### src/hdl/vdiv_pkg.sv
// FP16 vector divide unit shared definitions
// FP16 and APB request/response structs, sequencer states and the
// APB register map used by the register block and the testbench
package vdiv_pkg;

    // One half-precision value
    typedef struct packed {
        logic       sign;
        logic [4:0] exp;
        logic [9:0] mant;
    } fp16_t;

    // APB requester side
    typedef struct packed {
        logic        psel;
        logic        penable;
        logic        pwrite;
        logic [7:0]  paddr;
        logic [31:0] pwdata;
    } apb_req_t;

    // APB completer side
    typedef struct packed {
        logic [31:0] prdata;
        logic        pready;
        logic        pslverr;
    } apb_rsp_t;

    typedef enum logic [1:0] {
        SEQ_IDLE,
        SEQ_RUN,
        SEQ_WRITEBACK
    } seq_state_t;

    // Register map, lane i sits at base + 4*i
    localparam logic [7:0] REG_CTRL   = 8'h00;
    localparam logic [7:0] REG_STATUS = 8'h04;
    localparam logic [7:0] REG_A_BASE = 8'h10;
    localparam logic [7:0] REG_B_BASE = 8'h20;
    localparam logic [7:0] REG_R_BASE = 8'h30;

    // Quiet NaN, exponent all ones and mantissa MSB set
    localparam logic [15:0] FP16_QNAN = 16'h7e00;

endpackage

### src/hdl/int_divider.sv
// Iterative unsigned integer divider
// Restoring shift-subtract, one quotient bit per clock. The leading SKIP
// quotient bits are known to be zero, so the first step happens in the
// enable cycle at bit SIZE-SKIP-1 and done follows SIZE-SKIP cycles later
`timescale 1ns/1ps

module int_divider #(
    parameter int SIZE = 23,
    parameter int SKIP = 11
) (
    input  logic            CLK,
    input  logic            nRST,
    input  logic            en,
    input  logic [SIZE-1:0] x,
    input  logic [SIZE-1:0] y,
    output logic [SIZE-1:0] result,
    output logic            done
);

    localparam int STEPS = SIZE - SKIP;
    localparam int CW    = $clog2(SIZE);

    logic [SIZE-1:0] rem_q;
    logic [SIZE-1:0] x_q;
    logic [SIZE-1:0] y_q;
    logic [SIZE-1:0] quot_q;
    logic [CW-1:0]   cnt_q;
    logic            run_q;

    logic [SIZE-1:0] rem_cur;
    logic [SIZE-1:0] x_cur;
    logic [SIZE-1:0] y_cur;
    logic [SIZE-1:0] trial;
    logic [CW-1:0]   idx;
    logic            fit;
    logic            step;

    assign step = en | run_q;

    // Operands come straight from the ports on the first step
    always_comb begin
        if (en) begin
            rem_cur = x >> STEPS;
            x_cur   = x;
            y_cur   = y;
            idx     = CW'(STEPS - 1);
        end else begin
            rem_cur = rem_q;
            x_cur   = x_q;
            y_cur   = y_q;
            idx     = cnt_q;
        end
        trial = {rem_cur[SIZE-2:0], x_cur[idx]};
        fit   = (trial >= y_cur);
    end

    always_ff @(posedge CLK, negedge nRST) begin
        if (!nRST) begin
            run_q <= 1'b0;
            cnt_q <= '0;
            done  <= 1'b0;
        end else begin
            done <= step && (idx == '0);
            if (step) begin
                run_q <= (idx != '0);
                cnt_q <= idx - 1'b1;
            end
        end
    end

    // Quotient shifts in from the bottom, one bit per step
    always_ff @(posedge CLK) begin
        if (step) begin
            rem_q  <= fit ? (trial - y_cur) : trial;
            x_q    <= x_cur;
            y_q    <= y_cur;
            quot_q <= en ? SIZE'(fit) : {quot_q[SIZE-2:0], fit};
        end
    end

    assign result = quot_q;

endmodule

### src/hdl/fp16_div.sv
// Single-lane FP16 divide functional unit
// NaN, infinity and zero results bypass the divider and finish in one
// cycle. Normal operands go through the mantissa divider, then the result
// is normalized, shifted into subnormal range if needed and rounded half-up
`timescale 1ns/1ps

module fp16_div import vdiv_pkg::*; #(
    parameter int DIV_SIZE = 23,
    parameter int DIV_SKIP = 11
) (
    input  logic  CLK,
    input  logic  nRST,
    input  logic  en,
    input  fp16_t a,
    input  fp16_t b,
    output fp16_t result,
    output logic  done
);

    localparam int QW = DIV_SIZE - DIV_SKIP;

    logic a_zero, b_zero, a_inf, b_inf, a_nan, b_nan;
    logic is_nan, is_inf, is_zero, skip;
    logic sign;
    logic [10:0] sig_a;
    logic [10:0] sig_b;
    logic lt;
    logic [DIV_SIZE-1:0] div_x;
    logic [DIV_SIZE-1:0] div_y;
    logic [DIV_SIZE-1:0] quot;
    logic div_done;
    logic armed_q;
    logic fire;
    logic [11:0] sig_q;
    logic signed [6:0] exp_raw;
    logic signed [6:0] shift_full;
    logic [4:0] sub_shift;
    logic [11:0] sig_sh;
    logic [4:0] exp_fld;
    logic [14:0] rounded;
    logic ovf;

    // Subnormal inputs are flushed to zero
    assign a_zero = (a.exp == 5'd0);
    assign b_zero = (b.exp == 5'd0);
    assign a_inf  = (&a.exp) && (a.mant == 10'd0);
    assign b_inf  = (&b.exp) && (b.mant == 10'd0);
    assign a_nan  = (&a.exp) && (a.mant != 10'd0);
    assign b_nan  = (&b.exp) && (b.mant != 10'd0);

    assign is_nan  = a_nan | b_nan | (a_zero & b_zero) | (a_inf & b_inf);
    assign is_inf  = ~is_nan & (a_inf | b_zero);
    assign is_zero = ~is_nan & ~is_inf & (a_zero | b_inf);
    assign skip    = is_nan | is_inf | is_zero;
    assign sign    = a.sign ^ b.sign;

    // Pre-scale the dividend so the quotient always has its leading one
    // at bit QW-1, whichever mantissa is larger
    assign sig_a = {1'b1, a.mant};
    assign sig_b = {1'b1, b.mant};
    assign lt    = (sig_a < sig_b);
    assign div_x = DIV_SIZE'(sig_a) << (QW - 1 + int'(lt));
    assign div_y = DIV_SIZE'(sig_b);

    int_divider #(
        .SIZE(DIV_SIZE),
        .SKIP(DIV_SKIP)
    ) divider_i (
        .CLK   (CLK),
        .nRST  (nRST),
        .en    (en & ~skip),
        .x     (div_x),
        .y     (div_y),
        .result(quot),
        .done  (div_done)
    );

    // Leading one, ten mantissa bits and the guard bit
    assign sig_q = quot[QW-1 -: 12];

    assign exp_raw = $signed({2'b00, a.exp}) - $signed({2'b00, b.exp})
                   + 7'sd15 - $signed({6'b0, lt});
    assign shift_full = 7'sd1 - exp_raw;
    assign sub_shift  = shift_full[4:0];
    assign ovf        = (exp_raw > 7'sd30);

    always_comb begin
        if (exp_raw <= 7'sd0) begin
            // Subnormal result, hidden bit moves into the fraction
            sig_sh  = sig_q >> sub_shift;
            exp_fld = 5'd0;
        end else begin
            sig_sh  = sig_q;
            exp_fld = exp_raw[4:0];
        end
    end

    // Carry out of the mantissa bumps the exponent, up to infinity
    assign rounded = {exp_fld, sig_sh[10:1]} + 15'(sig_sh[0]);

    always_comb begin
        if (is_nan)
            result = {sign, FP16_QNAN[14:0]};
        else if (is_inf || ovf)
            result = {sign, 5'h1f, 10'h000};
        else if (is_zero)
            result = {sign, 15'h0000};
        else
            result = {sign, rounded};
    end

    // One done pulse per operation
    assign fire = (en & skip) | (armed_q & div_done);

    always_ff @(posedge CLK, negedge nRST) begin
        if (!nRST) begin
            armed_q <= 1'b0;
            done    <= 1'b0;
        end else begin
            done <= fire;
            if (en)
                armed_q <= ~skip;
            else if (div_done)
                armed_q <= 1'b0;
        end
    end

endmodule

### src/hdl/vdiv_regs.sv
// APB register block of the vector divide unit
// Control, status, per-lane operand and result registers. Operand and
// start writes are refused with pslverr while a divide is running
`timescale 1ns/1ps

module vdiv_regs import vdiv_pkg::*; #(
    parameter int LANES = 4
) (
    input  logic                 CLK,
    input  logic                 nRST,
    input  apb_req_t             apb_req,
    output apb_rsp_t             apb_rsp,
    input  logic                 busy,
    input  logic                 done_pulse,
    input  logic [LANES-1:0]     res_we,
    input  fp16_t [LANES-1:0]    res,
    output logic                 start,
    output fp16_t [LANES-1:0]    opa,
    output fp16_t [LANES-1:0]    opb
);

    logic access;
    logic wr;
    logic [1:0] lane;
    logic lane_ok;
    logic hit_ctrl, hit_status, hit_a, hit_b, hit_r;
    logic mapped;
    logic blocked;
    logic done_q;
    fp16_t [LANES-1:0] opa_q;
    fp16_t [LANES-1:0] opb_q;
    fp16_t [LANES-1:0] res_q;

    assign access = apb_req.psel & apb_req.penable;
    assign wr     = access & apb_req.pwrite;

    // Address decode
    assign lane       = apb_req.paddr[3:2];
    assign lane_ok    = (apb_req.paddr[1:0] == 2'b00) && (int'(lane) < LANES);
    assign hit_ctrl   = (apb_req.paddr == REG_CTRL);
    assign hit_status = (apb_req.paddr == REG_STATUS);
    assign hit_a      = (apb_req.paddr[7:4] == REG_A_BASE[7:4]) && lane_ok;
    assign hit_b      = (apb_req.paddr[7:4] == REG_B_BASE[7:4]) && lane_ok;
    assign hit_r      = (apb_req.paddr[7:4] == REG_R_BASE[7:4]) && lane_ok;
    assign mapped     = hit_ctrl | hit_status | hit_a | hit_b | hit_r;

    assign blocked = busy & apb_req.pwrite
                   & (hit_a | hit_b | (hit_ctrl & apb_req.pwdata[0]));

    assign apb_rsp.pready  = 1'b1;
    assign apb_rsp.pslverr = access & (~mapped | blocked);

    assign start = wr & hit_ctrl & apb_req.pwdata[0] & ~busy;

    // Sticky done, cleared by the next start
    always_ff @(posedge CLK, negedge nRST) begin
        if (!nRST)
            done_q <= 1'b0;
        else if (start)
            done_q <= 1'b0;
        else if (done_pulse)
            done_q <= 1'b1;
    end

    always_ff @(posedge CLK) begin
        for (int i = 0; i < LANES; i++) begin
            if (wr && !busy && hit_a && lane == 2'(i))
                opa_q[i] <= apb_req.pwdata[15:0];
            if (wr && !busy && hit_b && lane == 2'(i))
                opb_q[i] <= apb_req.pwdata[15:0];
            if (res_we[i])
                res_q[i] <= res[i];
        end
    end

    // Read data, zero-extended
    always_comb begin
        apb_rsp.prdata = 32'h0;
        if (hit_status)
            apb_rsp.prdata = {30'h0, done_q, busy};
        for (int i = 0; i < LANES; i++) begin
            if (lane == 2'(i)) begin
                if (hit_a)
                    apb_rsp.prdata = {16'h0, opa_q[i]};
                if (hit_b)
                    apb_rsp.prdata = {16'h0, opb_q[i]};
                if (hit_r)
                    apb_rsp.prdata = {16'h0, res_q[i]};
            end
        end
    end

    assign opa = opa_q;
    assign opb = opb_q;

endmodule

### src/hdl/vdiv_seq.sv
// Vector divide sequencer
// Issues one enable to every lane, then collects each lane's result on
// its done pulse. When no lane is pending it spends one cycle in
// writeback, pulses done and drops busy
`timescale 1ns/1ps

module vdiv_seq import vdiv_pkg::*; #(
    parameter int LANES = 4
) (
    input  logic               CLK,
    input  logic               nRST,
    input  logic               start,
    input  logic [LANES-1:0]   lane_done,
    input  fp16_t [LANES-1:0]  lane_res,
    output logic               en,
    output logic               busy,
    output logic               done_pulse,
    output logic [LANES-1:0]   res_we,
    output fp16_t [LANES-1:0]  res
);

    seq_state_t state_q;
    logic [LANES-1:0] pending_q;
    logic [LANES-1:0] pending_left;

    assign pending_left = pending_q & ~lane_done;

    // Result registers load in the cycle the lane reports done
    assign res_we     = (state_q == SEQ_RUN) ? (pending_q & lane_done) : '0;
    assign res        = lane_res;
    assign busy       = (state_q != SEQ_IDLE);
    assign done_pulse = (state_q == SEQ_WRITEBACK);

    always_ff @(posedge CLK, negedge nRST) begin
        if (!nRST) begin
            state_q   <= SEQ_IDLE;
            pending_q <= '0;
            en        <= 1'b0;
        end else begin
            en <= 1'b0;
            case (state_q)
                SEQ_IDLE: begin
                    if (start) begin
                        state_q   <= SEQ_RUN;
                        pending_q <= '1;
                        en        <= 1'b1;
                    end
                end
                SEQ_RUN: begin
                    pending_q <= pending_left;
                    if (pending_left == '0)
                        state_q <= SEQ_WRITEBACK;
                end
                SEQ_WRITEBACK: state_q <= SEQ_IDLE;
                default:       state_q <= SEQ_IDLE;
            endcase
        end
    end

endmodule

### src/hdl/vdiv_top.sv
// Vector FP16 divide unit top level
// APB register block, sequencer and LANES divide lanes
`timescale 1ns/1ps

module vdiv_top import vdiv_pkg::*; #(
    parameter int LANES    = 4,
    parameter int DIV_SIZE = 23,
    parameter int DIV_SKIP = 11
) (
    input  logic     CLK,
    input  logic     nRST,
    input  apb_req_t apb_req,
    output apb_rsp_t apb_rsp
);

    logic start;
    logic busy;
    logic done_pulse;
    logic en;
    logic [LANES-1:0] res_we;
    logic [LANES-1:0] lane_done;
    fp16_t [LANES-1:0] opa;
    fp16_t [LANES-1:0] opb;
    fp16_t [LANES-1:0] res;
    fp16_t [LANES-1:0] lane_res;

    vdiv_regs #(
        .LANES(LANES)
    ) regs_i (
        .CLK       (CLK),
        .nRST      (nRST),
        .apb_req   (apb_req),
        .apb_rsp   (apb_rsp),
        .busy      (busy),
        .done_pulse(done_pulse),
        .res_we    (res_we),
        .res       (res),
        .start     (start),
        .opa       (opa),
        .opb       (opb)
    );

    vdiv_seq #(
        .LANES(LANES)
    ) seq_i (
        .CLK       (CLK),
        .nRST      (nRST),
        .start     (start),
        .lane_done (lane_done),
        .lane_res  (lane_res),
        .en        (en),
        .busy      (busy),
        .done_pulse(done_pulse),
        .res_we    (res_we),
        .res       (res)
    );

    for (genvar i = 0; i < LANES; i++) begin : g_lane
        fp16_div #(
            .DIV_SIZE(DIV_SIZE),
            .DIV_SKIP(DIV_SKIP)
        ) lane_i (
            .CLK   (CLK),
            .nRST  (nRST),
            .en    (en),
            .a     (opa[i]),
            .b     (opb[i]),
            .result(lane_res[i]),
            .done  (lane_done[i])
        );
    end

endmodule

### config.mk
export PLATFORM = sky130hd
export DESIGN_NAME = vdiv_top
export DESIGN_NICKNAME = d
export VERILOG_FILES = /design/src/hdl/vdiv_pkg.sv /design/src/hdl/int_divider.sv /design/src/hdl/fp16_div.sv /design/src/hdl/vdiv_regs.sv /design/src/hdl/vdiv_seq.sv /design/src/hdl/vdiv_top.sv
export SDC_FILE = /design/constraint.sdc
export NUM_CORES = 2
export LEC_CHECK = 0
export ABC_AREA = 0
export BUFFER_PORTS_ARGS = -buffer_cell sky130_fd_sc_hd__buf_2
export CORE_MARGIN = 10
export CORE_UTILIZATION = 60
export CTS_CLUSTER_SIZE = 10
export DETAILED_ROUTE_END_ITERATION = 12
export PLACE_DENSITY = 0.75
export SYNTH_ARGS = -nofsm -noshare
export SYNTH_HDL_FRONTEND = slang
export SYNTH_SLANG_ARGS = --single-unit
### constraint.sdc
create_clock -name CLK -period 7 [get_ports CLK]
set_input_delay 0.35 -clock CLK [delete_from_list [all_inputs] [get_ports CLK]]
set_output_delay 0.35 -clock CLK [all_outputs]
set_load 0.01 [all_outputs]
# [Yosys cells after proc, flatten, opt, wreduce, memory -nomap -nowiden]
# Cells that the tools add are included.
[word_totals] output_inout_bits=34 ff_bits=556 in_bits=45 wordCells=440
[op_classes] addsub=32 bitwise=105 n_shift=8 n_eq_ne=11 order_cmp=20 muxes=79 reduce_logical=101
[op_table] operator="2-to-1 mux 32 bit" n=13
[op_table] operator="2-to-1 mux 23 bit" n=8
[op_table] operator="2-to-1 mux 22 bit" n=8
[op_table] operator="<< shifter 11 x 32 -> 23 bit" n=4
[op_table] operator="2-to-1 mux 15 bit" n=8
[op_table] operator="greater-or-equal comparator 23 bit" n=4
[op_table] operator="subtractor 22 bit" n=4
[op_table] operator="logical NOT 10 bit" n=8
[op_table] operator="nonzero test 10 bit" n=8
[op_table] operator="adder 15 x 1 -> 15 bit" n=4
[op_table] operator="logical NOT 5 bit" n=12
[op_table] operator="2-to-1 mux 16 bit" n=3
[op_table] operator="right shift 12 x 5 -> 11 bit" n=4
[op_table] operator="less-than comparator 11 bit" n=4
[op_table] operator="2-to-1 mux 11 bit" n=4
[op_table] operator="OR 1 bit" n=43
[op_table] operator="AND 1 bit" n=41
[op_table] operator="2-to-1 mux 5 bit" n=8
[op_table] operator="AND reduction 5 bit" n=8
[op_table] operator="logical AND 1 bit" n=34
[op_table] operator="adder 7 x 5 -> 7 bit (second input constant)" n=4
[op_table] operator="greater-than comparator 7 x 6 -> 1 bit (second input constant)" n=4
[op_table] operator="less-or-equal comparator 7 x 1 -> 1 bit (second input constant)" n=4
[op_table] operator="subtractor 7 x 2 -> 7 bit" n=4
[op_table] operator="other kinds (31)" n=110

# [Depth between registers and ports, before layout]
[logic_depth] ltp_word=18 mapped_depth=27 ltp_nobuf=25

# [By module]
# From an unflattened synthesis, not the netlist that was laid out.
[unflattened] cells_unflattened=4101 area_unflattened_um2=41727.5
[by_module_without_submodules] module="int_divider at g_lane[0].lane_i.divider_i ..." instances=3 seq_area_each_um2=2907.8 cells_each=508 area_per_inst_um2=5715.5
[by_module_without_submodules] module="vdiv_regs" instances=1 seq_area_each_um2=5790.6 cells_each=500 area_per_inst_um2=7802.5
[by_module_without_submodules] module="int_divider at g_lane[1].lane_i.divider_i" instances=1 seq_area_each_um2=2907.8 cells_each=525 area_per_inst_um2=5672.9
[by_module_without_submodules] module="fp16_div at g_lane[1].lane_i ..." instances=2 seq_area_each_um2=50.0 cells_each=372 area_per_inst_um2=2623.8
[by_module_without_submodules] module="fp16_div at g_lane[0].lane_i" instances=1 seq_area_each_um2=50.0 cells_each=386 area_per_inst_um2=2713.9
[by_module_without_submodules] module="fp16_div at g_lane[3].lane_i" instances=1 seq_area_each_um2=50.0 cells_each=318 area_per_inst_um2=2288.4
[by_module_without_submodules] module="vdiv_seq" instances=1 seq_area_each_um2=175.2 cells_each=104 area_per_inst_um2=855.8

# [Least setup slack after synthesis]
# No wires, ideal clock.
[synth_path] kind="reg2reg" start="register regs_i.opa_q (netlist bit regs_i.opa[5])" end="register regs_i.res_q[11] in the netlist's numbering, data pin" t_required_ns=6.717 slack_ns=0.947 path_stages_with_launch=25 n_path_buf=4 synth_period_minus_slack_ns=6.053 arrival_time_ns=5.771 cell_sequence="edfxtp_1 > ha_1 > a2111o_1 > a31oi_1 > o21ai_0 > a221o_1 > clkbuf_1 > buf_1 > ha_1 > ha_1 > clkbuf_1 > clkbuf_1 > inv_1 > ha_1 > xor2_1 > nand2_1 > a21oi_1 > a31oi_1 > o31ai_1 > ha_1 > nand2_1 > o31ai_1 > nand4b_1 > xnor2_1 > o31ai_1"
[synth_via] elab_chain_cells=11
[synth_lines] element="start: declaration" line_no="vdiv_regs.sv:30" text="fp16_t [LANES-1:0] opa_q;"
[synth_lines] element="start signal: indexed assignment" line_no="vdiv_regs.sv:68" text="opa_q[i] <= apb_req.pwdata[15:0];"
[synth_lines] element="branches (longest 11 deep; another with adder 15 x 1 -> 15 bit)"
[synth_lines] element="end signal: indexed assignment" line_no="vdiv_regs.sv:72" text="res_q[i] <= res[i];"
[synth_lines] element="end: declaration" line_no="vdiv_regs.sv:32" text="fp16_t [LANES-1:0] res_q;"
# Several ways; the timed one is not identified.
# A chain may end at the register's enable or synchronous reset.

# [Worst setup path in the final report]
[layout_path] start="register regs_i.opa_q (netlist bit regs_i.opa[50])" end="register g_lane[3].lane_i.divider_i.rem_q[7], data pin"
[layout_via] elab_chain_cells=18
[layout_lines] element="branches (longest 17 deep; another with subtractor 22 bit)"
[layout_lines] element="2-to-1 mux 22 bit (*)" line_no="int_divider.sv:74" text="rem_q <= fit ? (trial - y_cur) : trial;"
[layout_lines] element="end signal: assignment" line_no="int_divider.sv:74"
[layout_lines] element="end: declaration" line_no="int_divider.sv:23" text="logic [SIZE-1:0] rem_q;"
# Mark *: on every way between the ends. The select of a mux whose other input is x is not followed.

==> tab_implementation.tex <==
\begin{tabular}{lr}
\hline
Metric & Value \\
\hline
\multicolumn{2}{l}{\textbf{Final layout}} \\
\quad Final-layout fill cell count & 4582 \\
\quad Share of final-layout standard cells stronger than drive strength 1 & 8.544\% \\
\quad Inserted Diodes & 0 \\
\quad Post-layout nets & 3833 \\
\quad Syn-to-layout area delta & 8.431\% \\
\multicolumn{2}{l}{\textbf{Timing}} \\
\quad Max-slew headroom & 20.82\% \\
\quad Transition time at the pin with the least slew margin & 1158 ps \\
\quad Final-layout setup total negative slack & 0 ps \\
\quad Number of failing hold endpoints at the final stage & 0 \\
\quad Number of pins exceeding their max-slew limit in the final report & 0 \\
\quad Minimum clock period after layout & 6442 ps \\
\quad Ratio of final minimum period to clock period & 92.03\% \\
\quad Clock skew & 23.85 ps \\
\quad Total of endpoints with negative setup slack in the final report & 0 \\
\quad Setup repair after global routing missed its margin & false \\
\quad Peak Freq & 0.1552 GHz \\
\multicolumn{2}{l}{\textbf{Synth}} \\
\quad Most common cell in the netlist & edfxtp\_1 \\
\quad Average instance area after synthesis & 10.11 um2 \\
\quad Count of unique library cells instantiated by Yosys & 85 \\
\quad Cells taking the most area after synthesis & edfxtp\_1, ha\_1, mux2i\_1 \\
\quad Number of cells produced by synthesis & 3581 \\
\quad Number of flip-flops and latches in the synthesized netlist & 556 \\
\quad Mapped Area & 36210 um2 \\
\quad Main flop type after synthesis & edfxtp\_1 \\
\quad Count of flip-flops with a built-in enable after synthesis & 512 \\
\quad Leading area contributor after synthesis & edfxtp\_1 \\
\quad Proportion of synthesized flip-flops having asynchronous set or reset & 7.914\% \\
\quad Share of the synthesized area in the top cell type & 42.46\% \\
\quad Total number of yosys warnings & 0 \\
\quad Portion of the post-synthesis area used by sequential elements & 45.50\% \\
\quad List of most frequent post-synthesis cells & edfxtp\_1, nand2\_1, nor2\_1, inv\_1, a21oi\_1 \\
\multicolumn{2}{l}{\textbf{Drt}} \\
\quad Number of iterations in the first detailed-routing pass & 5 \\
\quad Violation count after the first detailed-route iteration & 3056 \\
\quad Routed wire length on met2 & 43.05 mm \\
\quad Post-DRT Antenna Nets & 0 \\
\quad Wire length on met1 & 39.84 mm \\
\quad Overall routed net length & 93.05 mm \\
\quad Number of remaining DRC errors & 0 \\
\quad Vias post-DR & 28190 \\
\quad Routed wire length on met3 & 8.226 mm \\
\quad Detailed-route vias per instance & 6.388 \\
\quad Per-cell routed wire length & 21.08 um \\
\quad Top routing layer in use & met4 \\
\multicolumn{2}{l}{\textbf{Power}} \\
\quad Part of the total power dissipated in sequential elements & 50.8\% \\
\quad Net switching power & 1.492 mW \\
\quad Total power consumption of the routed design & 7.095 mW \\
\quad Combinational cell fraction of total power & 2.4\% \\
\quad Clock share of power & 46.8\% \\
\quad Proportion of total power due to net switching & 21.03\% \\
\quad Power Dens Cells & 180.7 nW/um2 \\
\quad Power Internal & 5.603 mW \\
\quad Leakage component of the power & 14.76 nW \\
\quad Peak supply drop & 201.9 uV \\
\multicolumn{2}{l}{\textbf{Global route}} \\
\quad Global route overflow & 0 \\
\quad Initial antenna violation count & 4 \\
\quad Vias in the first global route & 27272 \\
\quad Maximum number of pins on one net before global-route repair & 84 \\
\quad Global-route wire length before repair & 147.4 mm \\
\quad Global routing usage summed across all routing layers & 25.77\% \\
\multicolumn{2}{l}{\textbf{Placed design}} \\
\quad Port Buffers & 45 \\
\quad Weighted congestion at the end of routability-driven global placement & 0.9737 \\
\quad HPWL after detailed placement & 66.39 mm \\
\multicolumn{2}{l}{\textbf{Die}} \\
\quad Die Footprint & 70580 um2 \\
\quad Initial cell density of the core & 61.01\% \\
\quad Die Span Y & 265.7 um \\
\quad Chip Width & 265.7 um \\
\quad Area inside the core boundary & 59350 um2 \\
\quad Number of primary I/O pins & 79 \\
\quad Row count & 89 \\
\multicolumn{2}{l}{\textbf{Clock tree}} \\
\quad TritonCTS clock tree & done \\
\quad Hold buffer count at cts & 1 \\
\quad \# clock sinks & 556 \\
\quad Number of setup buffers added after CTS & 0 \\
\quad Number of resized instances in the post-cts repair step & 0 \\
\quad Clock latency on the worst-skew pair & 610 ps \\
\quad Clock slew at reported path FFs & 60 ps \\
\quad Number of H-tree levels & 3 \\
\quad Clock tree root driver cell & clkbuf\_16 \\
\quad Max Root-Sink Buffers & 3 \\
\quad CTS Buf Count & 68 \\
\multicolumn{2}{l}{\textbf{Setup path}} \\
\quad Category of the worst setup path capture point & flip-flop \\
\quad Slowest CP cell & a311oi\_1 \\
\quad Arrival @ worst endpoint & 6800 ps \\
\quad Largest driver fanout on the critical path & 23 \\
\quad Worst path cell trace & ha\_1 -> o21a\_1 -> o211ai\_1 -> o21ai\_0 -> nand2\_1 -> buf\_4 -> inv\_2 -> o211ai\_1 -> a221oi\_1 -> o211ai\_1 -> a211oi\_1 -> ha\_1 -> nor2b\_1 -> o2111ai\_1 -> nand4\_1 -> and2\_1 -> a2111o\_1 -> a221o\_1 -> a311oi\_1 -> o2bb2ai\_2 -> buf\_4 -> mux2\_2 \\
\quad Critical Path Source Type & flip-flop \\
\quad Most Frequent Cell on Critical Path & o211ai\_1 \\
\quad Critical path's largest stage delay & 500 ps \\
\quad Category of the most critical setup path & reg2reg \\
\quad CP Buf/Inv Count & 3 \\
\quad Family with the most delay on the worst path & compound AO/OA/AOI/OAI gates \\
\quad Critical path data required time & 7350 ps \\
\multicolumn{2}{l}{\textbf{Run}} \\
\quad Number of violations of the max-capacitance limit & 0 \\
\multicolumn{2}{l}{\textbf{Hold path}} \\
\quad Worst hold-check path type & in2reg \\
\multicolumn{2}{l}{\textbf{Run status}} \\
\quad Outcome & completed \\
\hline
\end{tabular}
## state kept, by name (all words and copies together), names as in the netlist, 2 cells and up
signal and count:
regs_i.opb 64, g_lane.lane_i.done 4, g_lane.lane_i.divider_i.done 4, seq_i.state_q 2, g_lane.lane_i.divider_i.y_q 92, g_lane.lane_i.divider_i.run_q 4, regs_i.opa 64, g_lane.lane_i.armed_q 4
g_lane.lane_i.divider_i.rem_q 88, seq_i.pending_q 4, g_lane.lane_i.divider_i.cnt_q 20, regs_i.res_q 64, g_lane.lane_i.divider_i.result 48, g_lane.lane_i.divider_i.x_q 92
## power groups by stage
stage	logic [mW]	registers [mW]	clock network [mW]
after detailed placement	0.160	3.67	0
final	0.168	3.60	3.32
after global placement	0.157	3.67	0
after global routing	0.178	3.60	3.51
after floorplan	0.0980	3.66	0
after CTS	0.161	3.60	3.37
## kinds of logic (layout without fill, tap and decap cells)
family | count (synthesis) | in the layout | share of synthesized area [%]
AND/OR/NAND/NOR | 1175 | 1175 | 16.06
XOR/XNOR | 147 | 147 | 3.794
AO/OA/AOI/OAI | 862 | 862 | 15.57
multiplexers | 223 | 223 | 7.374
buffers and inverters | 416 | 460 | 4.513
adder cells (fa/ha/maj) | 200 | 200 | 7.160
flip-flops | 556 | 556 | 45.50
other | 2 | 17 | 0.02074
## metrics by stage
stage	std cells	util, %	hold WS, ps	cell area (um2)	worst slack, ps
after CTS	4413	66.15	107.2	39260	570.8
final	4413	66.15	149.3	39260	557.6
after global placement	4290	62.64	436.8	37180	768.7
after floorplan	3596	-	54.41	36270	946.6
after global routing	4413	66.15	123.5	39260	192.1
after detailed placement	4290	62.64	445.1	37180	634.0
## layout make-up
cell class              count  area, um2  area share, %
clock inverters             8      95.09         0.2422
well taps                 773      967.2          2.463
multi-input cells        2624      18220          46.41
clock buffers             114       1978          5.038
repair buffers             97      618.1          1.574
inverters                 241      904.6          2.304
flip-flops and latches    556      16480          41.96
## final timing paths
kind | to | from | slack (ps) | cells after the start
worst min register to register | seq_i.pending_q[0] | g_lane[0].lane_i.done | 450 | 1
max in group asynchronous | g_lane[1].lane_i.divider_i.cnt_q[2] | nRST | 6090 | 3
worst max register to register | g_lane[3].lane_i.divider_i.rem_q[7] | regs_i.opa[50] | 560 | 22
min in group asynchronous | g_lane[0].lane_i.divider_i.cnt_q[2] | nRST | 390 | 3
worst min-delay path | regs_i.opa[63] | apb_req[15] | 150 | 1
worst max-delay path | g_lane[3].lane_i.divider_i.rem_q[7] | regs_i.opa[50] | 560 | 22
## layout by cell type, fill, tap and decap left out, types with 45 or more instances in the layout
master / n
and2_1: 140
clkbuf_16: 71
o21ai_0: 165
nor3_1: 54
a21o_1: 50
nand2_1: 308
inv_1: 237
and3_1: 52
o21a_1: 98
edfxtp_1: 512
buf_4: 51
nor2_1: 280
nand3_1: 79
xnor2_1: 95
a22oi_1: 48
mux2_2: 60
xor2_1: 46
ha_1: 188
mux2i_1: 134
nand2b_1: 49
a21oi_1: 204
buf_2: 45
## routing by layer
layer  vias to the layer above  track usage, %
li1                      13217               -
met3                       161           5.370
met1                     13760           34.88
met5                         -               0
met4                         0           7.057
met2                      1052           41.60
## worst reg2reg max path: cells and delay by family, from the launching register on
| kind | cells | cell delay [ps] |
|---|---|---|
| AO/OA/AOI/OAI | 12 | 3490 |
| buffers and inverters | 3 | 780 |
| adder cells (fa/ha/maj) | 2 | 610 |
| flip-flops | 1 | 470 |
| AND/OR/NAND/NOR | 4 | 470 |
| multiplexers | 1 | 390 |
Power figures use the tool's default switching activity.
